===== src/tanimlamalar_pkg.sv =====
// core package: micro-op enum, pipeline stage structs and opcode field constants.
`default_nettype none

package tanimlamalar_pkg;

    // operations carried from decode to the execute units.
    typedef enum logic [3:0] {
        ISLEM_NOP,
        ISLEM_ADD,
        ISLEM_SUB,
        ISLEM_AND,
        ISLEM_OR,
        ISLEM_XOR,
        ISLEM_SLT,
        ISLEM_SLTU,
        ISLEM_SLL,
        ISLEM_SRL,
        ISLEM_SRA,
        ISLEM_LUI,
        ISLEM_MUL,
        ISLEM_MULH,
        ISLEM_MULHU
    } mikroislem_e;

    // fetch to decode, ps is the word address.
    typedef struct packed {
        logic        gecerli;
        logic [31:0] buyruk;
        logic [29:0] ps;
    } buyruk_t;

    // decode to execute, deger2 already holds the immediate when there is one.
    typedef struct packed {
        logic        gecerli;
        mikroislem_e mikroislem;
        logic [4:0]  rd_adres;
        logic [31:0] deger1;
        logic [31:0] deger2;
    } islem_t;

    typedef struct packed {
        logic        gecerli;
        logic [4:0]  adres;
        logic [31:0] deger;
    } yazma_t;

    typedef struct packed {
        logic        gecerli;
        logic [31:0] deger;
    } sonuc_t;

    localparam logic [6:0] OPC_OP     = 7'b0110011;
    localparam logic [6:0] OPC_OP_IMM = 7'b0010011;
    localparam logic [6:0] OPC_LUI    = 7'b0110111;

endpackage

`default_nettype wire


===== src/carpma_birimi.sv =====
// combinational multiplier for MUL, MULH and MULHU.
`default_nettype none

module carpma_birimi (
    input  tanimlamalar_pkg::islem_t islem_i,
    output tanimlamalar_pkg::sonuc_t sonuc_o
);

    logic               isaretli;
    logic [32:0]        a_genis;
    logic [32:0]        b_genis;
    logic signed [65:0] carpim;
    logic [31:0]        deger;
    logic               bu_birim;

    // one 33x33 signed multiply covers both signed and unsigned operands.
    assign isaretli = (islem_i.mikroislem != tanimlamalar_pkg::ISLEM_MULHU);
    assign a_genis  = {isaretli & islem_i.deger1[31], islem_i.deger1};
    assign b_genis  = {isaretli & islem_i.deger2[31], islem_i.deger2};
    assign carpim   = $signed(a_genis) * $signed(b_genis);

    always_comb begin
        bu_birim = 1'b1;
        deger    = carpim[63:32];
        case (islem_i.mikroislem)
            tanimlamalar_pkg::ISLEM_MUL:   deger = carpim[31:0];
            tanimlamalar_pkg::ISLEM_MULH:  deger = carpim[63:32];
            tanimlamalar_pkg::ISLEM_MULHU: deger = carpim[63:32];
            default: begin
                bu_birim = 1'b0;
            end
        endcase
    end

    assign sonuc_o.gecerli = islem_i.gecerli && bu_birim;
    assign sonuc_o.deger   = deger;

endmodule

`default_nettype wire


===== config.mk =====
export PLATFORM = sky130hd
export DESIGN_NAME = carpma_birimi
export DESIGN_NICKNAME = d
export VERILOG_FILES = /design/src/tanimlamalar_pkg.sv /design/src/carpma_birimi.sv
export SDC_FILE = /design/constraint.sdc
export NUM_CORES = 2
export LEC_CHECK = 0
export BUFFER_PORTS_ARGS = -buffer_cell sky130_fd_sc_hd__buf_2
export CAP_MARGIN = 10
export CORE_UTILIZATION = 55
export DETAILED_ROUTE_END_ITERATION = 6
export PLACE_DENSITY = 0.72
export SLEW_MARGIN = 20
export SYNTH_ARGS = -nofsm -noshare
export SYNTH_HDL_FRONTEND = slang
export SYNTH_SLANG_ARGS = --single-unit

===== constraint.sdc =====
create_clock -name vclk -period 20.2
set_input_delay 5.05 -clock vclk [all_inputs]
set_output_delay 5.05 -clock vclk [all_outputs]
set_load 0.1 [all_outputs]

# Word level (Yosys, flattened, before mapping)
# Cells that the tools add are included.
# Widths: inputs -> output; s select.
[classes]
addsub = 0
mul = 1
n_div = 0
order_cmp = 0
n_eq_ne = 4
shift = 0
n_mux = 2
n_bitwise = 2
n_reduce_logical = 2
[ops]
columns = ["operator", "count"]
rows = [
  ["$mul 33x33->64", 1],
  ["$mux 32", 1],
  ["$eq 4x4->1 const B", 3],
  ["$ne 4x4->1 const B", 1],
  ["$reduce_or 3->1", 1],
  ["$and 1x1->1", 2],
  ["$logic_and 1x1->1", 1],
  ["$mux 1", 1],
]
[word_totals]
regBits = 0
latch_bits = 0
ram_bits = 0
romBits = 0
inputBits = 74
output_inout_bits = 33
wordCells = 11
memories = 0

# Depth between registers and ports, before layout
[depth]
depth_word = 4
ltp_mapped = 33
ltp_nobuf = 31

# Worst setup path before layout
# OpenSTA, ideal clock, no wires.
[synth_path]
path_kind = "in2out"
startpoint = "input port islem_i[71] (netlist name)"
endpoint = "output port sonuc_o[29] (netlist name)"
arrival_ns = 14.796
t_required_ns = 15.150
setup_slack_ns = 0.354
path_stages = 31
path_buffers = 2
path_cell_list = "nand2_1 > nor2_1 > nand2_1 > and2_1 > clkbuf_1 > nand2_1 > inv_1 > fa_1 > inv_1 > fa_1 > inv_1 > fa_1 > fa_1 > inv_1 > fa_1 > inv_1 > fa_1 > inv_1 > fa_1 > fa_1 > inv_1 > ha_1 > clkbuf_1 > nand3_1 > nor3_1 > nand2_1 > or2_2 > o31a_1 > o21bai_1 > nor3_1 > a311oi_1"
[synth_lines]
columns = ["item", "line", "source"]
rows = [
  ["start: declaration", "carpma_birimi.sv:5", "input tanimlamalar_pkg::islem_t islem_i,"],
  ["end: declaration", "carpma_birimi.sv:6", "output tanimlamalar_pkg::sonuc_t sonuc_o"],
]

==> results.md <==
- The flow ran to the end, and the final reports show no timing, DRC or antenna violations.
- The overflow left after global routing is 0.
- The worst setup path startpoint is islem_i[71].
- From synthesis to final layout, the design area changed by 2.82%.
- For this run, the detailed router's first-pass iteration total came to 7.
- The instance count after placement with tap cells included is about 5,100.
- For the worst setup path, the data required time is 15.15 ns.
- With fillers left out, the area of the finished cells amounts to 39,300 µm².
- The number of standard cells in the final layout excluding fillers is 5,121.
- Derived from the worst setup path, the maximum achievable clock frequency is 52.2 MHz.
- The maximum number of pins on one net before global-route repair is between 60 and 70.
- The slowest stage of the critical path belongs to the cell sky130_fd_sc_hd__fa_1.
- After floorplanning, the core was sized to cover 68,600 µm².
- At the worst endpoint, the arrival time is 14.11 ns.
- The initial antenna violation count was 5.
- The boundary pin count is 107.
- From bottom edge to top edge, the die measures 265 µm.
- The hold violation total from the final report was 0.
- The post-detailed-route DRC marker count is 0.
- The final number of setup-violating endpoints is 0.
- Setup repair after global routing left no endpoint under its margin.
- The first-pass GRT wire length is approximately 170,000 µm.
- Of all nets on the critical path, the largest fanout is 20.
- The net count of the finished layout is around 5,600.
- The setup path with the least slack is of type in2out.
- Global routing used a little under a third of the available tracks.
- The critical path runs through a total of 31 cells.
- The tightest slew margin relative to the limit is between 30% and 40%.
- The die covers 70,500 µm².
- The number of routed nets with antenna violations is 0.
- The family with the most delay on the worst path is adder cells.
- The routed layout has 27,900 vias.
- The design has 0 sequential cells.
- Of the cells placed in the final design, the portion with a size suffix greater than 1 is 3.63%.
- The capturing element of the worst setup path is sonuc_o[19].
- The number of buffers and inverters on the critical path is 7.
- After synthesis, the mean cell area works out to ~8.9 µm².
- The placed instance area is 39,200 µm².
- The via count of the first global-routing pass is 30,600.
- The classification of the worst-slack hold path is in2out.
- Among the stages of the critical path, the cell type that occurs most often is sky130_fd_sc_hd__fa_1.
- The footprint of the multi-input gates is 33,000 µm².
- The half-perimeter wire length after detailed placement is 82,000 µm.
- The shortest period the worst path allows is 19.16 ns.
- For this configuration, the core starts out at a cell density of 55.7%.
- Yosys mapped the design onto 58 distinct sky130hd cell types.
- The number of slew-limit violations in the final report is 0.
- The width of the chip is approximately 270 µm.
- The cell area after technology mapping is 38,200 µm².
- The violation count after the first detailed-routing iteration is 1,966.
- The number of input and output port buffers inserted is 102.
- Hold repair after CTS inserted 0 buffers.
- The total of cells resized after clock tree synthesis is 0.
- The proportion of synthesized chip area in sequential cells is 0%.
- The count of clock-net buffers in the final layout is 0.
- The synthesis warning total is 0.
- The cell row count is 96.
- Dividing the detail-routed via count by the number of cells gives 5.46.
- The number of fillers in the final layout is 6,164.
- The largest single stage delay on the critical path is about 0.53 ns.
- The post-synthesis cell count is 4,281.
- The combined flip-flop and latch cell area is 0 µm².
- The worst setup path is launched from a primary input.
- The number of nets in the synthesized netlist is 5,692.
- Post-CTS timing repair inserted 0 buffers for setup.
- The endpoint kind of the worst setup timing path is a primary output.
- The share of the core filled with cells is 57.2%.
- The final critical-path share of the clock period is 94.8%.
- At the end of routability-driven placement, the weighted congestion stood at 0.956.
- In the final routed layout, each cell accounts on average for slightly below 20 µm.
- After detailed routing, the total wire length is 98,400 µm.
- For the pin with the worst max-slew slack, the measured transition is between 1 and 1.5 ns.
- The final setup TNS is 0 ns.
- The number of violations of the max-capacitance limit is 0.
[layout by cell type, fill, tap and decap left out, drive strengths merged, types with 10 or more instances in the layout]
cell type	Yosys	routed
o21bai	15	15
o21ai	70	70
fa	1125	1125
or2	10	10
a21o	21	21
buf	2	135
ha	212	212
nand2	811	811
xor2	20	20
nand3	12	12
nor2	51	51
a211oi	13	13
and3	25	25
nand4	14	14
a21oi	69	69
inv	1143	1143
xnor2	55	55
and2	306	306
[cell type report]
class | instances | share of cell area, %
repair buffers | 135 | 1.93
multi-input cells | 2910 | 84.2
diodes | 2 | 0.0127
well taps | 931 | 2.97
inverters | 1143 | 10.9
[Yosys cell counts, drive strengths merged, types with 4 or more instances]
master,number,area share [%]
a31oi,9,0.15
nand2b,7,0.11
fa,1125,59
o22ai,4,0.066
inv,1143,11
a21o,21,0.41
o21a,6,0.12
nand3,12,0.16
nand4,14,0.23
clkbuf,226,2.2
xor2,20,0.46
and2,306,5.0
a21oi,69,0.90
and3,25,0.41
ha,212,6.9
nand2,811,8.0
nor2,51,0.50
or2,10,0.16
xnor2,55,1.3
nor3,9,0.13
o21ai,70,0.93
o21bai,15,0.29
a211oi,13,0.26
o211ai,4,0.079
[stage by stage]
stage               worst slack [ns]  hold WS (ns)
floorplan                      0.354         10.48
global placement                1.09         10.55
detailed placement              1.09         10.55
CTS                             1.05         10.55
global route                   0.657         10.58
finish                          1.04         10.55
[layer usage]
metal	vias up	global-route usage [%]	part of all wire [%]
li1	11900	-	-
met1	14700	40.0	39
met2	1045	52.9	51
met3	218	2.30	5.9
met4	2	8.19	3.4
met5	-	0	0.0091
[cell families (layout without fill, tap and decap cells)]
kind of cell | count (synthesis) | count (layout) | synth area share (%)
and+or+nand+nor | 1254 | 1254 | 14.9
buffers and inverters | 1371 | 1278 | 13.5
xor gates and xnor gates | 75 | 75 | 1.72
other | 0 | 2 | 0
adders and majority gates | 1337 | 1337 | 65.9
AOI/OAI and AO/OA | 242 | 242 | 3.94
muxes | 2 | 2 | 0.0524
[worst min-delay path by stage]
stage / start / end / slack (ns) / depth (start not counted)
finish: islem_i[73] / sonuc_o[32] / 10.55 / 4
global route: islem_i[73] / sonuc_o[32] / 10.58 / 4
CTS: islem_i[73] / sonuc_o[32] / 10.55 / 4
detailed placement: islem_i[73] / sonuc_o[32] / 10.55 / 4
global placement: islem_i[73] / sonuc_o[32] / 10.55 / 4
floorplan: islem_i[73] / sonuc_o[32] / 10.48 / 2
Power is not shown: default switching activity piles up to over one toggle a cycle in this logic, so the estimate is an artifact.
