==> src/tanimlamalar_pkg.sv <==
// core package: micro-op enum, pipeline stage structs and opcode field constants.
`default_nettype none

package tanimlamalar_pkg;

    // operations carried from decode to the execute units.
    typedef enum logic [3:0] {
        ISLEM_NOP,
        ISLEM_ADD,
        ISLEM_SUB,
        ISLEM_AND,
        ISLEM_OR,
        ISLEM_XOR,
        ISLEM_SLT,
        ISLEM_SLTU,
        ISLEM_SLL,
        ISLEM_SRL,
        ISLEM_SRA,
        ISLEM_LUI,
        ISLEM_MUL,
        ISLEM_MULH,
        ISLEM_MULHU
    } mikroislem_e;

    // fetch to decode, ps is the word address.
    typedef struct packed {
        logic        gecerli;
        logic [31:0] buyruk;
        logic [29:0] ps;
    } buyruk_t;

    // decode to execute, deger2 already holds the immediate when there is one.
    typedef struct packed {
        logic        gecerli;
        mikroislem_e mikroislem;
        logic [4:0]  rd_adres;
        logic [31:0] deger1;
        logic [31:0] deger2;
    } islem_t;

    typedef struct packed {
        logic        gecerli;
        logic [4:0]  adres;
        logic [31:0] deger;
    } yazma_t;

    typedef struct packed {
        logic        gecerli;
        logic [31:0] deger;
    } sonuc_t;

    localparam logic [6:0] OPC_OP     = 7'b0110011;
    localparam logic [6:0] OPC_OP_IMM = 7'b0010011;
    localparam logic [6:0] OPC_LUI    = 7'b0110111;

endpackage

`default_nettype wire

==> src/geri_yaz.sv <==
// writeback register: picks the valid execute result and drops writes to x0.
`default_nettype none

module geri_yaz (
    input  logic                     clk_i,
    input  logic                     rst_i,

    input  tanimlamalar_pkg::sonuc_t ibr_sonuc_i,
    input  tanimlamalar_pkg::sonuc_t crp_sonuc_i,
    input  logic [4:0]               rd_adres_i,

    output tanimlamalar_pkg::yazma_t gy_yaz_o
);

    tanimlamalar_pkg::sonuc_t secilen;

    logic        gecerli_r;
    logic [4:0]  adres_r;
    logic [31:0] deger_r;

    // at most one unit flags its result, so a plain priority pick is enough.
    assign secilen = ibr_sonuc_i.gecerli ? ibr_sonuc_i : crp_sonuc_i;

    always_ff @(posedge clk_i) begin
        if (rst_i) begin
            gecerli_r <= 1'b0;
        end else begin
            gecerli_r <= secilen.gecerli && (rd_adres_i != 5'd0);
        end
    end

    always_ff @(posedge clk_i) begin
        adres_r <= rd_adres_i;
        deger_r <= secilen.deger;
    end

    assign gy_yaz_o.gecerli = gecerli_r;
    assign gy_yaz_o.adres   = adres_r;
    assign gy_yaz_o.deger   = deger_r;

endmodule

`default_nettype wire

==> config.mk <==
export PLATFORM = sky130hd
export DESIGN_NAME = geri_yaz
export DESIGN_NICKNAME = d
export VERILOG_FILES = /design/src/tanimlamalar_pkg.sv /design/src/geri_yaz.sv
export SDC_FILE = /design/constraint.sdc
export NUM_CORES = 1
export LEC_CHECK = 0
export ABC_CLOCK_PERIOD_IN_PS = 1300
export BUFFER_PORTS_ARGS = -buffer_cell sky130_fd_sc_hd__buf_2
export CAP_MARGIN = 20
export CORE_MARGIN = 5
export CORE_UTILIZATION = 37
export CTS_CLUSTER_DIAMETER = 60
export CTS_CLUSTER_SIZE = 30
export DETAILED_ROUTE_END_ITERATION = 6
export GPL_ROUTABILITY_DRIVEN = 0
export GPL_TIMING_DRIVEN = 0
export HOLD_SLACK_MARGIN = 0.08
export PLACE_DENSITY = 0.77
export SLEW_MARGIN = 40
export SYNTH_ARGS = -nofsm -noshare
export SYNTH_HDL_FRONTEND = slang
export SYNTH_SLANG_ARGS = --single-unit
==> constraint.sdc <==
create_clock -name clk_i -period 1.3 [get_ports clk_i]
set_clock_uncertainty 0.15 [all_clocks]
set_input_delay 0.325 -clock clk_i [delete_from_list [all_inputs] [get_ports clk_i]]
set_output_delay 0.325 -clock clk_i [all_outputs]
set_load 0.02 [all_outputs]
[After elaboration in Yosys (flattened, before gate mapping)]
Index checks and enable logic that the tools add are counted.
W data, S select, Z words.
Word-level totals
  flip-flop bits (word level): 38
  logic and storage cells: 6
  input port bits: 73
Cells by class
  reductions and logical operators: 2
  muxes and demuxes: 1
Operator list (count)
  $mux W33: 1
  $reduce_bool A5 Y1: 1
  $logic_and A1 B1 Y1: 1

[Longest topological paths before layout]
  depth after elaboration: 2
  depth in mapped cells: 4
  gate-level depth less buffers: 2

[Worst setup path before layout]
Ideal clock, no wire load.
  path type: in2reg
  start: in ibr_sonuc_i[32] (netlist name)
  end: reg deger_r[10]
  arrival time: 871 ps
  setup slack: 158 ps
  library setup time: 121 ps
  path buffers: 2
  stages: 3
  cell sequence: buf_6 > buf_12 > mux2_4
RTL lines
  start: declaration: line geri_yaz.sv:8  | input tanimlamalar_pkg::sonuc_t ibr_sonuc_i,
  end signal: assignment: line geri_yaz.sv:34  | deger_r <= secilen.deger;
  end: declaration: line geri_yaz.sv:19  | logic [31:0] deger_r;

[Final worst setup path]
  start: in rd_adres_i[1]
  end: reg gecerli_r
On the way
  longest elaborated chain between the ends: 2
RTL lines
  start: declaration: line geri_yaz.sv:10  | input logic [4:0] rd_adres_i,
  $reduce_bool A5 Y1: line geri_yaz.sv:28  | gecerli_r <= secilen.gecerli && (rd_adres_i != 5'd0);
  $logic_and A1 B1 Y1: line geri_yaz.sv:28
  end signal: assignment: line geri_yaz.sv:28
  end: declaration: line geri_yaz.sv:17  | logic gecerli_r;
Every way passes these cells.
A chain may end at the register's enable or synchronous reset.

==> flow_metrics.env <==
export IMPL_outcome="finished with violations"
export IMPL_violations="negative setup slack"
export IMPL_ys_warn_count=0
export IMPL_dr_pass1_iters=4
export IMPL_ys_flop_type="dfxtp_1"
export IMPL_crit_arrival_ns=1.41
export IMPL_hold_path_class="primary input to flip-flop"
export IMPL_syn_to_final_growth_pct=124
export IMPL_p_comb_frac=0.273
export IMPL_whs_ns=0.145
export IMPL_syn_instance_count=79
export IMPL_seq_area_frac_synth=0.570
export IMPL_setup_violations_final=2
export IMPL_synth_top_area_share=0.570
export IMPL_min_period_ns=1.33
export IMPL_synthArstFlopShare=0
export IMPL_grt_ovfl_total=0
export IMPL_worst_slew_pin_slew_ns=0.280
export IMPL_rsz0062_at_grt="yes"
export IMPL_cts_tree="done"
export IMPL_p_sw_frac=0.248
export IMPL_drc_errors=0
export IMPL_internal_power_mw=2.17
export IMPL_synth_edf_count=0
export IMPL_die_w_um=70.0
export IMPL_synth_largest_area_cell="dfxtp_1"
export IMPL_synth_area_leaders="dfxtp_1 57%, mux2_4 33%, buf_12 4.5%"
export IMPL_p_per_area_nw_per_um2=969
export IMPL_vias_per_cell=4.41
export IMPL_wl_per_cell_um=17.7
export IMPL_fin_crit_sh=1.02
export IMPL_fp_coreArea_um2=3420
export IMPL_finalNetCount=337
export IMPL_clk_pin_slew_worst_paths_ns=0.11
export IMPL_die_h_um=70.0
export IMPL_syn_area_um2=1330
export IMPL_grt_max_degree=13
export IMPL_grt_pass1_wl_um=7690
export IMPL_ir_drop_mv=0.660
export IMPL_grt_pass1_vias=1591
export IMPL_clkPwrFrac=0.273
export IMPL_ioPinCount=111
export IMPL_whs_path_depth=2
export IMPL_cts_sinks=38
export IMPL_start_util=0.390
export IMPL_switchingPower_mw=0.715
export IMPL_end_kind="flip-flop"
export IMPL_synth_seq_cells=38
export IMPL_antenna_found_initial=0
export IMPL_track_usage=0.207
export IMPL_cts_buffer_depth=2
export IMPL_path_max_fanout=2
export IMPL_worst_path_largest_cell_delay_ns=0.54
export IMPL_slew_headroom=0.812
export IMPL_wl_um=5510
export IMPL_cts_buffers=5
export IMPL_p_leak_nw=1.46
export IMPL_slowest_stage="dlygate4sd3_1"
export IMPL_crit_type="primary input to flip-flop"
export IMPL_cts_max_level=2
export IMPL_slew_violations=0
export IMPL_fmax_ghz=0.752
export IMPL_layout_drive_gt1_share=0.706
export IMPL_post_cts_setup_buffers=0
export IMPL_io_buffers=109
export IMPL_drt_initial_drc_count=45
export IMPL_cp_cell_sequence="dlygate4sd3_1, buf_2, nor3_1, a211oi_2"
export IMPL_final_antenna_net_count=0
export IMPL_synthTopCellsByCount="38 x dfxtp_1, 29 x mux2_4, 3 x buf_12, 3 x mux2_2, 2 x nor2_1"
export IMPL_cts_root_buf="clkbuf_4"
export IMPL_synth_most_common_cell="dfxtp_1"
export IMPL_fp_row_count=21
export IMPL_dp_hpwl_um=2570
export IMPL_vias=1375
export IMPL_seqPwrFrac=0.454
export IMPL_setup_tns_ns=-0.0341
export IMPL_final_hold_viol_count=0
export IMPL_max_cap_violations=0
export IMPL_dieArea_um2=4910
export IMPL_fin_ws_ns=-0.0291
export IMPL_critPathLaunchType="primary input"
export IMPL_required_ns=1.38
export IMPL_syn_num_nets=152
export IMPL_ys_types=9
export IMPL_postSynthAreaPerCell_um2=16.9
==> flip-flops by register name (all words and copies together) (netlist names) <==
| signal | flops |
|---|---|
| adres_r | 5 |
| gecerli_r | 1 |
| deger_r | 32 |
==> cell families after synthesis <==
logic type,count (synthesis),synth area share
flip-flops,38,0.570
multiplexers,32,0.352
buffers and inverters,5,0.0591
AND/OR/NAND/NOR,3,0.00938
AO/OA/AOI/OAI,1,0.00938
==> metrics by stage <==
stage / worst slack, ns / util / instances / cell area, um2 / total power, mW
6_report: -0.0291 / 0.873 / 312 / 2980 / 2.89
3_5_place_dp: 0.112 / 0.567 / 234 / 1940 / 1.80
3_3_place_gp: 0.113 / 0.567 / 234 / 1940 / 1.79
5_1_grt: -0.0438 / 0.872 / 311 / 2980 / 2.98
2_1_floorplan: 0.158 / - / 79 / 1330 / 1.59
4_1_cts: 0.000101 / 0.832 / 311 / 2840 / 2.81
==> final cells by class <==
cell class / instances / area [um2]
diodes: 1 / 2.50
clock buffers: 5 / 37.5
well taps: 46 / 57.6
fillers: 162 / 434
repair buffers: 179 / 1480
flip-flops and latches: 38 / 802
clock inverters: 3 / 40.0
multi-input cells: 36 / 494
plain buffers: 4 / 71.3
==> power groups by stage <==
stage	registers (mW)	clock network [mW]	logic [mW]
after floorplan	1.42	0	0.178
after global placement	1.30	0	0.496
after detailed placement	1.30	0	0.503
after CTS	1.29	0.804	0.722
after global routing	1.32	0.837	0.826
final	1.31	0.788	0.789
==> placed cells by master, fill, tap and decap left out <==
| cell type | count |
|---|---|
| buf_2 | 71 |
| buf_12 | 3 |
| diode_2 | 1 |
| a211oi_2 | 1 |
| dfxtp_2 | 33 |
| clkbuf_4 | 5 |
| buf_4 | 2 |
| bufinv_16 | 1 |
| nor3_1 | 1 |
| mux2_4 | 29 |
| clkinv_2 | 2 |
| mux2_2 | 3 |
| buf_6 | 37 |
| dlygate4sd3_1 | 70 |
| nor2_1 | 2 |
| dfxtp_1 | 5 |
==> metal layers <==
layer  track usage  up-vias  wire length [um]
li1              -      642                 -
met1         0.152      625              1520
met2         0.441       76              3400
met3        0.0488       32               216
met4         0.140        0               377
met5             0        -                 0
==> critical path: cells and delay by family <==
family	cells	cell delay [ns]
simple gates	1	0.28
compound gates	1	0.13
buf+inv	2	0.67
==> path summary, 6_finish.rpt <==
check	end	startpoint	slack (ns)
hold / removal	deger_r[31]$_DFF_P_	ibr_sonuc_i[32]	0.14
setup / recovery	gecerli_r$_SDFF_PP0_	rd_adres_i[1]	-0.03
==> timing repair <==
item / in CTS / in global routing
hold buffers: 70 / 0
setup endpoints to repair: 36 / 33
hold endpoints to repair: 38 / 0
gates resized for setup: 52 / 55
(Power assumes the default switching activity.)
