--- src/tanimlamalar_pkg.sv ---
// core package: micro-op enum, pipeline stage structs and opcode field constants.
`default_nettype none

package tanimlamalar_pkg;

    // operations carried from decode to the execute units.
    typedef enum logic [3:0] {
        ISLEM_NOP,
        ISLEM_ADD,
        ISLEM_SUB,
        ISLEM_AND,
        ISLEM_OR,
        ISLEM_XOR,
        ISLEM_SLT,
        ISLEM_SLTU,
        ISLEM_SLL,
        ISLEM_SRL,
        ISLEM_SRA,
        ISLEM_LUI,
        ISLEM_MUL,
        ISLEM_MULH,
        ISLEM_MULHU
    } mikroislem_e;

    // fetch to decode, ps is the word address.
    typedef struct packed {
        logic        gecerli;
        logic [31:0] buyruk;
        logic [29:0] ps;
    } buyruk_t;

    // decode to execute, deger2 already holds the immediate when there is one.
    typedef struct packed {
        logic        gecerli;
        mikroislem_e mikroislem;
        logic [4:0]  rd_adres;
        logic [31:0] deger1;
        logic [31:0] deger2;
    } islem_t;

    typedef struct packed {
        logic        gecerli;
        logic [4:0]  adres;
        logic [31:0] deger;
    } yazma_t;

    typedef struct packed {
        logic        gecerli;
        logic [31:0] deger;
    } sonuc_t;

    localparam logic [6:0] OPC_OP     = 7'b0110011;
    localparam logic [6:0] OPC_OP_IMM = 7'b0010011;
    localparam logic [6:0] OPC_LUI    = 7'b0110111;

endpackage

`default_nettype wire

--- src/getir.sv ---
// fetch stage: word PC, instruction memory port and the fetch/decode register.
`default_nettype none

module getir #(
    parameter logic [31:0] BASLANGIC_PS = 32'h0000_0000
) (
    input  logic                      clk_i,
    input  logic                      rst_i,

    input  logic                      l1b_bekle_i,
    input  logic [31:0]               l1b_deger_i,
    output logic                      l1b_chip_select_n_o,
    output logic [29:0]               l1b_adr_o,

    output tanimlamalar_pkg::buyruk_t cyo_buyruk_o
);

    logic [29:0] ps_r;
    logic        cs_n_r;
    logic        kabul;

    logic        gecerli_r;
    logic [31:0] buyruk_r;
    logic [29:0] buyruk_ps_r;

    // a word is taken only while selected and the memory is not waiting.
    assign kabul = !cs_n_r && !l1b_bekle_i;

    always_ff @(posedge clk_i) begin
        if (rst_i) begin
            cs_n_r    <= 1'b1;
            ps_r      <= BASLANGIC_PS[31:2];
            gecerli_r <= 1'b0;
        end else begin
            cs_n_r    <= 1'b0;
            gecerli_r <= kabul;
            if (kabul) begin
                ps_r <= ps_r + 30'd1;
            end
        end
    end

    // payload follows the port every cycle, gecerli marks the bubbles.
    always_ff @(posedge clk_i) begin
        buyruk_r    <= l1b_deger_i;
        buyruk_ps_r <= ps_r;
    end

    assign l1b_chip_select_n_o = cs_n_r;
    assign l1b_adr_o           = ps_r;

    assign cyo_buyruk_o.gecerli = gecerli_r;
    assign cyo_buyruk_o.buyruk  = buyruk_r;
    assign cyo_buyruk_o.ps      = buyruk_ps_r;

endmodule

`default_nettype wire

--- config.mk ---
export PLATFORM = sky130hd
export DESIGN_NAME = getir
export DESIGN_NICKNAME = d
export VERILOG_FILES = /design/src/tanimlamalar_pkg.sv /design/src/getir.sv
export SDC_FILE = /design/constraint.sdc
export NUM_CORES = 1
export LEC_CHECK = 0
export BUFFER_PORTS_ARGS = -buffer_cell sky130_fd_sc_hd__buf_2
export CORE_UTILIZATION = 45
export CTS_CLUSTER_SIZE = 40
export DETAILED_ROUTE_END_ITERATION = 10
export PLACE_DENSITY = 0.84
export SYNTH_ARGS = -nofsm -noshare
export SYNTH_HDL_FRONTEND = slang
export SYNTH_SLANG_ARGS = --single-unit
--- constraint.sdc ---
create_clock -name clk_i -period 6.1 [get_ports clk_i]
set_input_delay 1.22 -clock clk_i [delete_from_list [all_inputs] [get_ports clk_i]]
set_output_delay 1.22 -clock clk_i [all_outputs]
set_load 0.02 [all_outputs]
**Word level (Yosys, flattened, before mapping)**

Cells that the tools add are included.

- Register bits after elaboration: 94
- Input port bits: 35
- Word-level logic and storage cells: 10

- $add $sub $neg: 1
- Mux-type cells: 1
- Reductions and logical operators: 3

Operators by type and width:

| kind | count |
|---|---|
| $add 30x1->30 const B | 1 |
| $logic_not 1->1 | 2 |
| $logic_and 1x1->1 | 1 |
| $mux 1 | 1 |

**Logic depth before layout (Yosys ltp)**

Gate-level depths: netlist of run 1.

- Depth in word-level cells: 2
- Mapped depth: 7

**Worst setup path after synthesis of run 1**

No wires, ideal clock.

- Path kind: input-to-reg
- Start point: input l1b_bekle_i
- End point: register ps_r[29], in the netlist l1b_adr_o[29]
- Library setup time: 70 ps
- Arrival time: 2767 ps
- Required time: 6030 ps
- Setup slack: 3263 ps
- Stages: 4
- Buffers on the path: 0
- Path through: or3b_4 or4_4 or4_1 a21oi_1

- Cells in the longest elaborated chain, start to end: 2

RTL lines:

| what | line | source |
|---|---|---|
| from (decl) | getir.sv:10 | `input logic l1b_bekle_i,` |
| $logic_not 1->1 | getir.sv:27 | `assign kabul = !cs_n_r && !l1b_bekle_i;` |
| $logic_and 1x1->1 | getir.sv:27 |  |
| to (signal assigned) | getir.sv:32 | `ps_r <= BASLANGIC_PS[31:2];` |
| to (signal assigned) | getir.sv:38 | `ps_r <= ps_r + 30'd1;` |
| to (decl) | getir.sv:18 | `logic [29:0] ps_r;` |

Every way passes these cells.
A chain may end at the register's enable or synchronous reset.

**Final worst setup path of run 1**

- Start point: input l1b_bekle_i
- End point: register ps_r[12], in the netlist l1b_adr_o[12]

Same word-level chain as after synthesis.

==> flow_summary.html, run 1 <==
<table>
<tr><th>Metric</th><th>Value</th></tr>
<tr><th colspan="2">Synth</th></tr>
<tr><td>Combinational family with the most area after synthesis</td><td>simple AND/OR/NAND/NOR gates</td></tr>
<tr><td>Synthesized net count</td><td>275</td></tr>
<tr><td>Share of synthesized cell area in and, or, nand and nor gates</td><td>between 15 and 20%</td></tr>
<tr><td>Mean instance size in the synthesized netlist</td><td>11.4 sq um</td></tr>
<tr><td>Number of storage elements in the synthesis netlist</td><td>94</td></tr>
<tr><td>Count of mapped cells out of synthesis</td><td>~240</td></tr>
<tr><td>Count of synthesis-stage warnings from yosys</td><td>0</td></tr>
<tr><td>Share of the yosys chip area belonging to registers</td><td>68.8%</td></tr>
<tr><td>Compound-gate portion of the synthesized area</td><td>a little under a tenth</td></tr>
<tr><td>Combined area of all synthesized cells</td><td>2730 sq um</td></tr>
<tr><td>Xor and xnor area share after synthesis</td><td>between 2 and 3%</td></tr>
<tr><td>Netlist cell types</td><td>27</td></tr>
<tr><td>Multiplexer area fraction after synthesis</td><td>0%</td></tr>
<tr><td>Adder and majority cell fraction of the synthesized area</td><td>0.458%</td></tr>
<tr><th colspan="2">Critical path</th></tr>
<tr><td>Sequence of cells on the critical path</td><td>buf_2 &gt; or3b_4 &gt; or3_1 &gt; or4_1 &gt; a21oi_1</td></tr>
<tr><td>Required time at the endpoint of the critical path</td><td>6.37 ns</td></tr>
<tr><td>CP Capture Type</td><td>flip-flop</td></tr>
<tr><td>Type of the setup path with the least slack</td><td>in2reg</td></tr>
<tr><td>Sum of buffers and inverters on the critical path</td><td>1</td></tr>
<tr><td>Critical path launch point type</td><td>input port</td></tr>
<tr><td>Startpoint of the lowest-slack register-to-register path</td><td>l1b_adr_o[2]$_SDFFE_PP0P_</td></tr>
<tr><td>CP Capture Point</td><td>l1b_adr_o[12]$_SDFFE_PP0P_</td></tr>
<tr><td>Arrival @ worst endpoint</td><td>3.15 ns</td></tr>
<tr><td>Reg-to-Reg End</td><td>l1b_adr_o[12]$_SDFFE_PP0P_</td></tr>
<tr><td>Family with the most delay on the worst path</td><td>simple AND/OR/NAND/NOR gates</td></tr>
<tr><td>Length in cells of the worst reg-to-reg path</td><td>4</td></tr>
<tr><td>Worst setup slack for register-to-register paths</td><td>between 3 and 4 ns</td></tr>
<tr><td>CP max stage cell</td><td>sky130_fd_sc_hd__or3_1</td></tr>
<tr><td>Maximum net fanout on the critical path</td><td>18</td></tr>
<tr><td>Stage delay of the slowest cell on the critical path</td><td>0.62 ns</td></tr>
<tr><td>Launching instance or port of the critical path</td><td>l1b_bekle_i</td></tr>
<tr><td>Levels on crit path</td><td>5</td></tr>
<tr><th colspan="2">Flow run</th></tr>
<tr><td># Max-Cap Violations</td><td>0</td></tr>
<tr><th colspan="2">STA</th></tr>
<tr><td>Timing-limited maximum frequency</td><td>0.348 GHz</td></tr>
<tr><td>Final setup vio count</td><td>0</td></tr>
<tr><td>Worst-case headroom to the max-slew limit</td><td>between 60 and 70%</td></tr>
<tr><td>Fraction of the cycle the final worst path needs</td><td>47.1%</td></tr>
<tr><td>Number of pins exceeding their max-slew limit in the final report</td><td>0</td></tr>
<tr><td>Worst Clk Skew</td><td>between 0.008 and 0.009 ns</td></tr>
<tr><td>Transition time of the tightest slew-check pin</td><td>0.575 ns</td></tr>
<tr><td>Post-layout min period</td><td>~2.9 ns</td></tr>
<tr><td>Setup repair after global routing missed its margin</td><td>no</td></tr>
<tr><td>Hold violation total from the final report</td><td>0</td></tr>
<tr><td>Sum of negative setup slack</td><td>0 ns</td></tr>
<tr><td>Final worst setup slack</td><td>3.22 ns</td></tr>
<tr><th colspan="2">CTS</th></tr>
<tr><td>Cts-stage hold buffer count</td><td>0</td></tr>
<tr><td>Max Root-Sink Buffers</td><td>2</td></tr>
<tr><td>Number of buffers inserted to repair setup after CTS</td><td>0</td></tr>
<tr><td>Num Clock Sinks</td><td>94</td></tr>
<tr><td>Clock tree from TritonCTS</td><td>built</td></tr>
<tr><td>Post_cts resized</td><td>0</td></tr>
<tr><td>Total CTS buffers</td><td>9</td></tr>
<tr><td>Clock Pin Slew Worst Setup and Hold Paths</td><td>0.09 ns</td></tr>
<tr><td>Number of levels the H-tree was split into</td><td>3</td></tr>
<tr><td>Insertion delay of the later-clocked pin in the worst-skew pair</td><td>0.34 ns</td></tr>
<tr><td>Clock tree root driver cell</td><td>sky130_fd_sc_hd__clkbuf_8</td></tr>
<tr><th colspan="2">Cells and area</th></tr>
<tr><td>Final nets</td><td>between 400 and 500</td></tr>
<tr><td>Post-route core utilization</td><td>62.1%</td></tr>
<tr><td>Fillcell total</td><td>489</td></tr>
<tr><td>Fraction of final layout cells with drive strength greater than 1</td><td>between 30% and 40%</td></tr>
<tr><td>Non-filler cells in the finished layout</td><td>between 400 and 500</td></tr>
<tr><td>Antenna cell count</td><td>0</td></tr>
<tr><td>Layout-stage area growth over the synthesis result</td><td>33.6%</td></tr>
<tr><th colspan="2">Outcome</th></tr>
<tr><td>Result of the run</td><td>complete, no violations</td></tr>
<tr><th colspan="2">Global routing</th></tr>
<tr><td>GR met1 Demand/Resource</td><td>19.1%</td></tr>
<tr><td>Largest net degree at the start of global routing</td><td>33</td></tr>
<tr><td>Top Usage Layer GRT</td><td>met2</td></tr>
<tr><td>Vias in the first global route</td><td>1811</td></tr>
<tr><td>Wire length of the first global-routing pass</td><td>slightly above 8 mm</td></tr>
<tr><td>Number of antenna violations at the first check in global routing</td><td>0</td></tr>
<tr><td>Total Routing Usage GR</td><td>between 15 and 20%</td></tr>
<tr><td>Leftover overflow at the end of global routing</td><td>0</td></tr>
<tr><td>Fraction of met2 tracks used by global routing</td><td>approximately 29%</td></tr>
<tr><td>Met3 Track Usage GR</td><td>5.26%</td></tr>
<tr><th colspan="2">Drt</th></tr>
<tr><td>Drt first-iter violations</td><td>66</td></tr>
<tr><td>Post-route ant nets</td><td>0</td></tr>
<tr><td>DR DRC count</td><td>0</td></tr>
<tr><td>DR pass1 iterations</td><td>4</td></tr>
<tr><td>Number of vias after detailed routing</td><td>2216</td></tr>
<tr><td>Via-to-Cell Ratio</td><td>4.96</td></tr>
<tr><td>WL/cell</td><td>approximately 13 um</td></tr>
<tr><td>Wire length after detailed routing</td><td>5.71 mm</td></tr>
<tr><th colspan="2">Power and ir drop</th></tr>
<tr><td>Power per unit of standard cell area</td><td>309 nW/um^2</td></tr>
<tr><td>Lkg Pwr</td><td>1.60 nW</td></tr>
<tr><td>Worst supply voltage drop on vdd</td><td>226 uV</td></tr>
<tr><th colspan="2">Worst hold path</th></tr>
<tr><td>Hold Crit Class</td><td>reg2reg</td></tr>
<tr><td>Number of instances on the worst hold path</td><td>0</td></tr>
<tr><th colspan="2">Die</th></tr>
<tr><td>Placement row count</td><td>28</td></tr>
<tr><td>I/O pin count</td><td>about 130</td></tr>
<tr><td>Vertical die dimension</td><td>79.9 um</td></tr>
<tr><td>Die ar.</td><td>between 6000 and 7000 sq um</td></tr>
<tr><td>Die width</td><td>79.9 um</td></tr>
<tr><td>Area of the core</td><td>5890 sq um</td></tr>
<tr><td>Starting Density</td><td>between 40 and 50%</td></tr>
<tr><th colspan="2">Place</th></tr>
<tr><td>Sum of net half-perimeters after detailed placement</td><td>roughly 4.0 mm</td></tr>
<tr><td>Inst Count DP</td><td>431</td></tr>
<tr><td>RePlAce Congestion</td><td>0.804</td></tr>
<tr><td>Port bufs</td><td>128</td></tr>
<tr><td>Pre-CTS setup slack</td><td>2.87 ns</td></tr>
</table>
-- kinds of logic after synthesis --
group	count (synthesis)
compound gates	42
xor+xnor	9
fa+ha+maj	1
buf+inv	13
flops	94
simple gates	80
-- worst register-to-register path, cell delays in order (launching register included) --
cell,delay (ns)
sky130_fd_sc_hd__dfxtp_1,0.39
sky130_fd_sc_hd__or3b_4,0.47
sky130_fd_sc_hd__or3_1,0.62
sky130_fd_sc_hd__or4_1,0.59
sky130_fd_sc_hd__a21oi_1,0.16
-- layer usage --
| metal | up-vias | wire (um) | part of all wire (%) |
|---|---|---|---|
| li1 | 1115 | - | - |
| met1 | 996 | 2350 | 41 |
| met2 | 97 | 2810 | 49 |
| met3 | 8 | 489 | 8.6 |
| met4 | 0 | 63 | 1.1 |
| met5 | - | 0 | 0 |
-- power breakdown --
part	total [W]	leakage, nW	internal [W]	switching [W]
Sequential	0.000631	0.770	0.000626	0.00000407
Combinational	0.0000464	0.713	0.0000177	0.0000287
Clock	0.000453	0.116	0.000253	0.000200
-- Yosys cell counts --
cell	instances	share of area [%]
sky130_fd_sc_hd__or4_1	16	4.4
sky130_fd_sc_hd__nand2b_1	1	0.23
sky130_fd_sc_hd__inv_1	2	0.27
sky130_fd_sc_hd__nor4_1	3	0.69
sky130_fd_sc_hd__nand2_1	17	2.3
sky130_fd_sc_hd__o21ai_0	7	1.3
sky130_fd_sc_hd__o31ai_1	13	3.6
sky130_fd_sc_hd__buf_1	1	0.14
sky130_fd_sc_hd__nor2_1	11	1.5
sky130_fd_sc_hd__nand4_1	8	1.8
sky130_fd_sc_hd__or4_4	2	0.82
sky130_fd_sc_hd__buf_4	1	0.27
sky130_fd_sc_hd__clkbuf_1	7	0.96
sky130_fd_sc_hd__or3_1	10	2.3
sky130_fd_sc_hd__or4b_1	1	0.37
sky130_fd_sc_hd__ha_1	1	0.46
sky130_fd_sc_hd__and3_1	1	0.23
sky130_fd_sc_hd__o41ai_1	1	0.32
sky130_fd_sc_hd__a21oi_1	21	3.8
sky130_fd_sc_hd__buf_2	2	0.37
sky130_fd_sc_hd__xnor2_1	7	2.2
sky130_fd_sc_hd__xor2_1	2	0.64
sky130_fd_sc_hd__nand3_1	4	0.73
sky130_fd_sc_hd__or3b_4	1	0.41
sky130_fd_sc_hd__nor3_1	4	0.73
sky130_fd_sc_hd__or2_2	1	0.23
sky130_fd_sc_hd__dfxtp_1	94	69
-- area by class of cell --
class / instances / area (sq um) / area share [%]
Clock buffer: 11 / 151 / 4.14
Inverter: 2 / 7.51 / 0.205
Sequential cell: 94 / 1880 / 51.5
Clock inverter: 5 / 81.3 / 2.23
Timing Repair Buffer: 128 / 641 / 17.5
Tap cell: 75 / 93.8 / 2.57
Multi-Input combinational cell: 132 / 797 / 21.8
-- sequential cells by signal (all words and copies together), names as in the netlist --
name / cells
buyruk_r: 32
buyruk_ps_r: 30
l1b_chip_select_n_o: 1
gecerli_r: 1
l1b_adr_o: 30
-- metrics by stage --
| stage | area (sq um) | total power, W | hold slack (ns) |
|---|---|---|---|
| final | 3650 | 0.00113 | 0.398 |
| after detailed placement | 3420 | 0.000692 | 0.392 |
| after global routing | 3650 | 0.00117 | 0.413 |
| after global placement | 3420 | 0.000691 | 0.389 |
| after floorplan | 2730 | 0.000668 | 0.453 |
| after CTS | 3650 | 0.00114 | 0.400 |
-- worst min path at each step --
stage / from / to / slack (ns)
after floorplan: l1b_adr_o[29]$_SDFFE_PP0P_ / buyruk_ps_r[29]$_DFF_P_ / 0.45
after global placement: l1b_adr_o[1]$_SDFFE_PP0P_ / buyruk_ps_r[1]$_DFF_P_ / 0.39
after detailed placement: l1b_adr_o[29]$_SDFFE_PP0P_ / buyruk_ps_r[29]$_DFF_P_ / 0.39
after CTS: l1b_adr_o[29]$_SDFFE_PP0P_ / buyruk_ps_r[29]$_DFF_P_ / 0.40
after global routing: l1b_adr_o[29]$_SDFFE_PP0P_ / buyruk_ps_r[29]$_DFF_P_ / 0.41
final: l1b_adr_o[29]$_SDFFE_PP0P_ / buyruk_ps_r[29]$_DFF_P_ / 0.40
-- placed cells by master, fill, tap and decap left out, drive strengths merged --
cell        n
buf       128
dfxtp      94
a21oi      21
or4        18
nand2      17
o31ai      13
nor2       11
clkbuf     11
or3        10
nand4       8
o21ai       7
xnor2       7
nand3       4
nor3        4
nor4        3
inv         2
xor2        2
bufinv      2
clkinv      2
or3b        1
and3        1
nand2b      1
o41ai       1
or4b        1
or2         1
ha          1
clkinvlp    1
Power figures use the tool's default switching activity.
==> run 2: changes to the inputs <==
--- a/config.mk
+++ b/config.mk
@@ -6,10 +6,10 @@
 export NUM_CORES = 1
 export LEC_CHECK = 0
 export BUFFER_PORTS_ARGS = -buffer_cell sky130_fd_sc_hd__buf_2
-export CORE_UTILIZATION = 45
+export CORE_UTILIZATION = 41
 export CTS_CLUSTER_SIZE = 40
 export DETAILED_ROUTE_END_ITERATION = 10
-export PLACE_DENSITY = 0.84
+export PLACE_DENSITY = 0.81
 export SYNTH_ARGS = -nofsm -noshare
 export SYNTH_HDL_FRONTEND = slang
 export SYNTH_SLANG_ARGS = --single-unit
==> constraint.sdc (replaced) <==
create_clock -name clk_i -period 2.4 [get_ports clk_i]
set_input_delay 0.48 -clock clk_i [delete_from_list [all_inputs] [get_ports clk_i]]
set_output_delay 0.48 -clock clk_i [all_outputs]
set_load 0.02 [all_outputs]
==> run 2 against run 1 <==
Against the previous run:
- cell count rose by 0.89%
- critical path depth fell by 1
- die area rose by 9.5%
- critical endpoint is now l1b_adr_o[29]$_SDFFE_PP0P_
- count of clock-buffer cells in the layout fell by 1
- register-to-register slack got worse by 3.6 ns
- via count rose by 3.9%
==> flow_summary.html, run 2 (synthesized netlist as in run 1, its figures left out) <==
<table>
<tr><th>Metric</th><th>Value</th></tr>
<tr><th colspan="2">STA</th></tr>
<tr><td>Worst Clk Skew</td><td>0.00930 ns (was 0.00828 ns)</td></tr>
<tr><td>Final Hold Slack</td><td>0.220 ns (was 0.398 ns)</td></tr>
<tr><td>Number of pins exceeding their max-slew limit in the final report</td><td>0 (unchanged)</td></tr>
<tr><td>Worst-case headroom to the max-slew limit</td><td>61.4% (was 61.7%)</td></tr>
<tr><td>Transition time of the tightest slew-check pin</td><td>0.580 ns (was 0.575 ns)</td></tr>
<tr><td>Setup repair after global routing missed its margin</td><td>no (unchanged)</td></tr>
<tr><td>Hold violation total from the final report</td><td>0 (unchanged)</td></tr>
<tr><td>Final setup vio count</td><td>0 (unchanged)</td></tr>
<tr><td>Post-layout min period</td><td>2.21 ns</td></tr>
<tr><td>Fraction of the cycle the final worst path needs</td><td>92.0%</td></tr>
<tr><td>Timing-limited maximum frequency</td><td>between 0.4 and 0.5 GHz</td></tr>
<tr><td>Sum of negative setup slack</td><td>0 ns (unchanged)</td></tr>
<tr><th colspan="2">CTS</th></tr>
<tr><td>Total CTS buffers</td><td>9 (unchanged)</td></tr>
<tr><td>Clock tree from TritonCTS</td><td>built (unchanged)</td></tr>
<tr><td>Insertion delay of the later-clocked pin in the worst-skew pair</td><td>0.36 ns (was 0.34 ns)</td></tr>
<tr><td>Post_cts resized</td><td>0 (unchanged)</td></tr>
<tr><td>Clock tree root driver cell</td><td>sky130_fd_sc_hd__clkbuf_8 (unchanged)</td></tr>
<tr><td>Number of levels the H-tree was split into</td><td>3 (unchanged)</td></tr>
<tr><td>Number of buffers inserted to repair setup after CTS</td><td>0 (unchanged)</td></tr>
<tr><td>Cts-stage hold buffer count</td><td>0 (unchanged)</td></tr>
<tr><td>Clock Pin Slew Worst Setup and Hold Paths</td><td>0.08 ns (was 0.09 ns)</td></tr>
<tr><td>Max Root-Sink Buffers</td><td>2 (unchanged)</td></tr>
<tr><td>Num Clock Sinks</td><td>94 (unchanged)</td></tr>
<tr><th colspan="2">Drt</th></tr>
<tr><td>Via-to-Cell Ratio</td><td>5.11 (was 4.96)</td></tr>
<tr><td>WL/cell</td><td>13.4 um (was 12.8 um)</td></tr>
<tr><td>DR pass1 iterations</td><td>6 (was 4)</td></tr>
<tr><td>Wire length after detailed routing</td><td>6.07 mm (was 5.71 mm)</td></tr>
<tr><td>Post-route ant nets</td><td>0 (unchanged)</td></tr>
<tr><td>Drt first-iter violations</td><td>70 (was 66)</td></tr>
<tr><td>Number of vias after detailed routing</td><td>2303 (was 2216)</td></tr>
<tr><td>DR DRC count</td><td>0 (unchanged)</td></tr>
<tr><th colspan="2">Critical path</th></tr>
<tr><td>Maximum net fanout on the critical path</td><td>15 (was 18)</td></tr>
<tr><td>Arrival @ worst endpoint</td><td>2.49 ns (was 3.15 ns)</td></tr>
<tr><td>Levels on crit path</td><td>4 (was 5)</td></tr>
<tr><td>Stage delay of the slowest cell on the critical path</td><td>0.65 ns (was 0.62 ns)</td></tr>
<tr><td>Length in cells of the worst reg-to-reg path</td><td>4 (unchanged)</td></tr>
<tr><td>Critical path launch point type</td><td>flip-flop (was input port)</td></tr>
<tr><td>CP Capture Type</td><td>flip-flop (unchanged)</td></tr>
<tr><td>Startpoint of the lowest-slack register-to-register path</td><td>l1b_adr_o[2]$_SDFFE_PP0P_ (unchanged)</td></tr>
<tr><td>Sequence of cells on the critical path</td><td>or3b_4 &gt; or4_4 &gt; or4_1 &gt; a21oi_1 (was buf_2 &gt; or3b_4 &gt; or3_1 &gt; or4_1 &gt; a21oi_1)</td></tr>
<tr><td>Required time at the endpoint of the critical path</td><td>2.68 ns (was 6.37 ns)</td></tr>
<tr><td>Type of the setup path with the least slack</td><td>reg2reg (was in2reg)</td></tr>
<tr><td>CP max stage cell</td><td>sky130_fd_sc_hd__or4_4 (was sky130_fd_sc_hd__or3_1)</td></tr>
<tr><td>Family with the most delay on the worst path</td><td>simple AND/OR/NAND/NOR gates (unchanged)</td></tr>
<tr><td>Sum of buffers and inverters on the critical path</td><td>0 (was 1)</td></tr>
<tr><td>Launching instance or port of the critical path</td><td>l1b_adr_o[2]$_SDFFE_PP0P_ (was l1b_bekle_i)</td></tr>
<tr><th colspan="2">Die</th></tr>
<tr><td>I/O pin count</td><td>129 (unchanged)</td></tr>
<tr><td>Vertical die dimension</td><td>83.7 um (was 79.9 um)</td></tr>
<tr><td>Starting Density</td><td>42.8% (was 46.4%)</td></tr>
<tr><td>Placement row count</td><td>29 (was 28)</td></tr>
<tr><td>Die width</td><td>83.7 um (was 79.9 um)</td></tr>
<tr><td>Area of the core</td><td>6390 sq um (was 5890 sq um)</td></tr>
<tr><td>Die ar.</td><td>7000 sq um (was 6390 sq um)</td></tr>
<tr><th colspan="2">Outcome</th></tr>
<tr><td>Result of the run</td><td>complete, no violations (unchanged)</td></tr>
<tr><th colspan="2">Worst hold path</th></tr>
<tr><td>Min-delay src</td><td>l1b_deger_i[14] (was l1b_adr_o[29]$_SDFFE_PP0P_)</td></tr>
<tr><td>Hold Crit Class</td><td>in2reg (was reg2reg)</td></tr>
<tr><td>Number of instances on the worst hold path</td><td>1 (was 0)</td></tr>
<tr><th colspan="2">Power and ir drop</th></tr>
<tr><td>Power per unit of standard cell area</td><td>753 nW/um^2 (was 309 nW/um^2)</td></tr>
<tr><td>Lkg Pwr</td><td>1.58 nW (was 1.60 nW)</td></tr>
<tr><td>Worst supply voltage drop on vdd</td><td>452 uV (was 226 uV)</td></tr>
<tr><th colspan="2">Global routing</th></tr>
<tr><td>Total Routing Usage GR</td><td>16.9% (about the same)</td></tr>
<tr><td>Leftover overflow at the end of global routing</td><td>0 (unchanged)</td></tr>
<tr><td>Vias in the first global route</td><td>2013 (was 1811)</td></tr>
<tr><td>Largest net degree at the start of global routing</td><td>33 (unchanged)</td></tr>
<tr><td>Number of antenna violations at the first check in global routing</td><td>0 (unchanged)</td></tr>
<tr><td>Wire length of the first global-routing pass</td><td>9.45 mm (was 8.22 mm)</td></tr>
<tr><th colspan="2">Flow run</th></tr>
<tr><td># Max-Cap Violations</td><td>0 (unchanged)</td></tr>
<tr><th colspan="2">Place</th></tr>
<tr><td>RePlAce Congestion</td><td>0.825 (was 0.804)</td></tr>
<tr><td>Sum of net half-perimeters after detailed placement</td><td>4.23 mm (was 4.03 mm)</td></tr>
<tr><td>Port bufs</td><td>128 (unchanged)</td></tr>
<tr><th colspan="2">Cells and area</th></tr>
<tr><td>Fillcell total</td><td>573 (was 489)</td></tr>
<tr><td>Layout-stage area growth over the synthesis result</td><td>33.3% (was 33.6%)</td></tr>
<tr><td>Antenna cell count</td><td>0 (unchanged)</td></tr>
<tr><td>Commonest non-fill, non-tap cell in the layout</td><td>sky130_fd_sc_hd__buf_2 (unchanged)</td></tr>
<tr><td>Most frequent cells in the layout</td><td>128 x sky130_fd_sc_hd__buf_2, 94 x sky130_fd_sc_hd__dfxtp_1, 21 x sky130_fd_sc_hd__a21oi_1, 17 x sky130_fd_sc_hd__nand2_1, 16 x sky130_fd_sc_hd__or4_1 (unchanged)</td></tr>
<tr><td>Final nets</td><td>406 (was 403)</td></tr>
<tr><td>Number of flip-flops in the largest register</td><td>32 (unchanged)</td></tr>
<tr><td>Largest reg by FF count</td><td>buyruk_r (unchanged)</td></tr>
<tr><td>Fraction of final layout cells with drive strength greater than 1</td><td>40.1% (was 39.8%)</td></tr>
</table>
## run 2: cell count changes in the layout (fill, tap and decap cells not counted)
cell / previous run / this run
sky130_fd_sc_hd__buf_4: 0 / 3
sky130_fd_sc_hd__clkinv_4: 1 / 0
sky130_fd_sc_hd__clkinv_2: 1 / 0
sky130_fd_sc_hd__clkinvlp_4: 1 / 4
sky130_fd_sc_hd__clkbuf_8: 11 / 10
sky130_fd_sc_hd__bufinv_16: 2 / 1
## run 2: stage by stage
step	setup slack [ns]	utilization [%]	std cells	area (sq um)	power [W]
after floorplan	0.274	-	239	2730	0.00170
after global placement	0.0442	54.0	436	3450	0.00176
after detailed placement	0.00775	54.0	436	3450	0.00176
after CTS	0.188	57.1	451	3640	0.00277
after global routing	0.0909	57.1	451	3640	0.00284
final	0.193	57.1	451	3640	0.00274
## run 2: path summary, 6_finish.rpt
| kind | end | slack, ns |
|---|---|---|
| setup / recovery | l1b_adr_o[29]$_SDFFE_PP0P_ | 0.19 |
| setup reg to reg | l1b_adr_o[29]$_SDFFE_PP0P_ | 0.19 |
| hold reg to reg | buyruk_ps_r[2]$_DFF_P_ | 0.40 |
| hold / removal | buyruk_r[14]$_DFF_P_ | 0.22 |
## run 2: per-layer routing
metal / up-vias / routed length, um / global-route usage (%)
met2: 104 / 2950 / 28.0
li1: 1117 / - / -
met1: 1073 / 2640 / 20.2
met3: 9 / 383 / 4.55
met4: 0 / 92 / 8.63
met5: - / 0 / 0
## run 2: report_power, final
group / internal [W] / total (W) / switching, W / leakage (nW)
Sequential: 0.00159 / 0.00160 / 0.0000107 / 0.770
Clock: 0.000503 / 0.00102 / 0.000518 / 0.0866
Combinational: 0.0000450 / 0.000118 / 0.0000730 / 0.726
## run 2: area by class of cell
class | count | area (sq um) | area share (%)
Sequential cell | 94 | 1880 | 51.6
Multi-Input combinational cell | 132 | 797 | 21.9
Timing Repair Buffer | 131 | 663 | 18.2
Clock buffer | 10 | 138 | 3.78
Tap cell | 77 | 96.3 | 2.64
Clock inverter | 5 | 60.1 | 1.65
Inverter | 2 | 7.51 | 0.206
## run 2: worst register-to-register path, stage by stage (launching register included)
cell                      delay [ns]
sky130_fd_sc_hd__dfxtp_1        0.39
sky130_fd_sc_hd__or3b_4         0.42
sky130_fd_sc_hd__or4_4          0.65
sky130_fd_sc_hd__or4_1          0.54
sky130_fd_sc_hd__a21oi_1        0.15
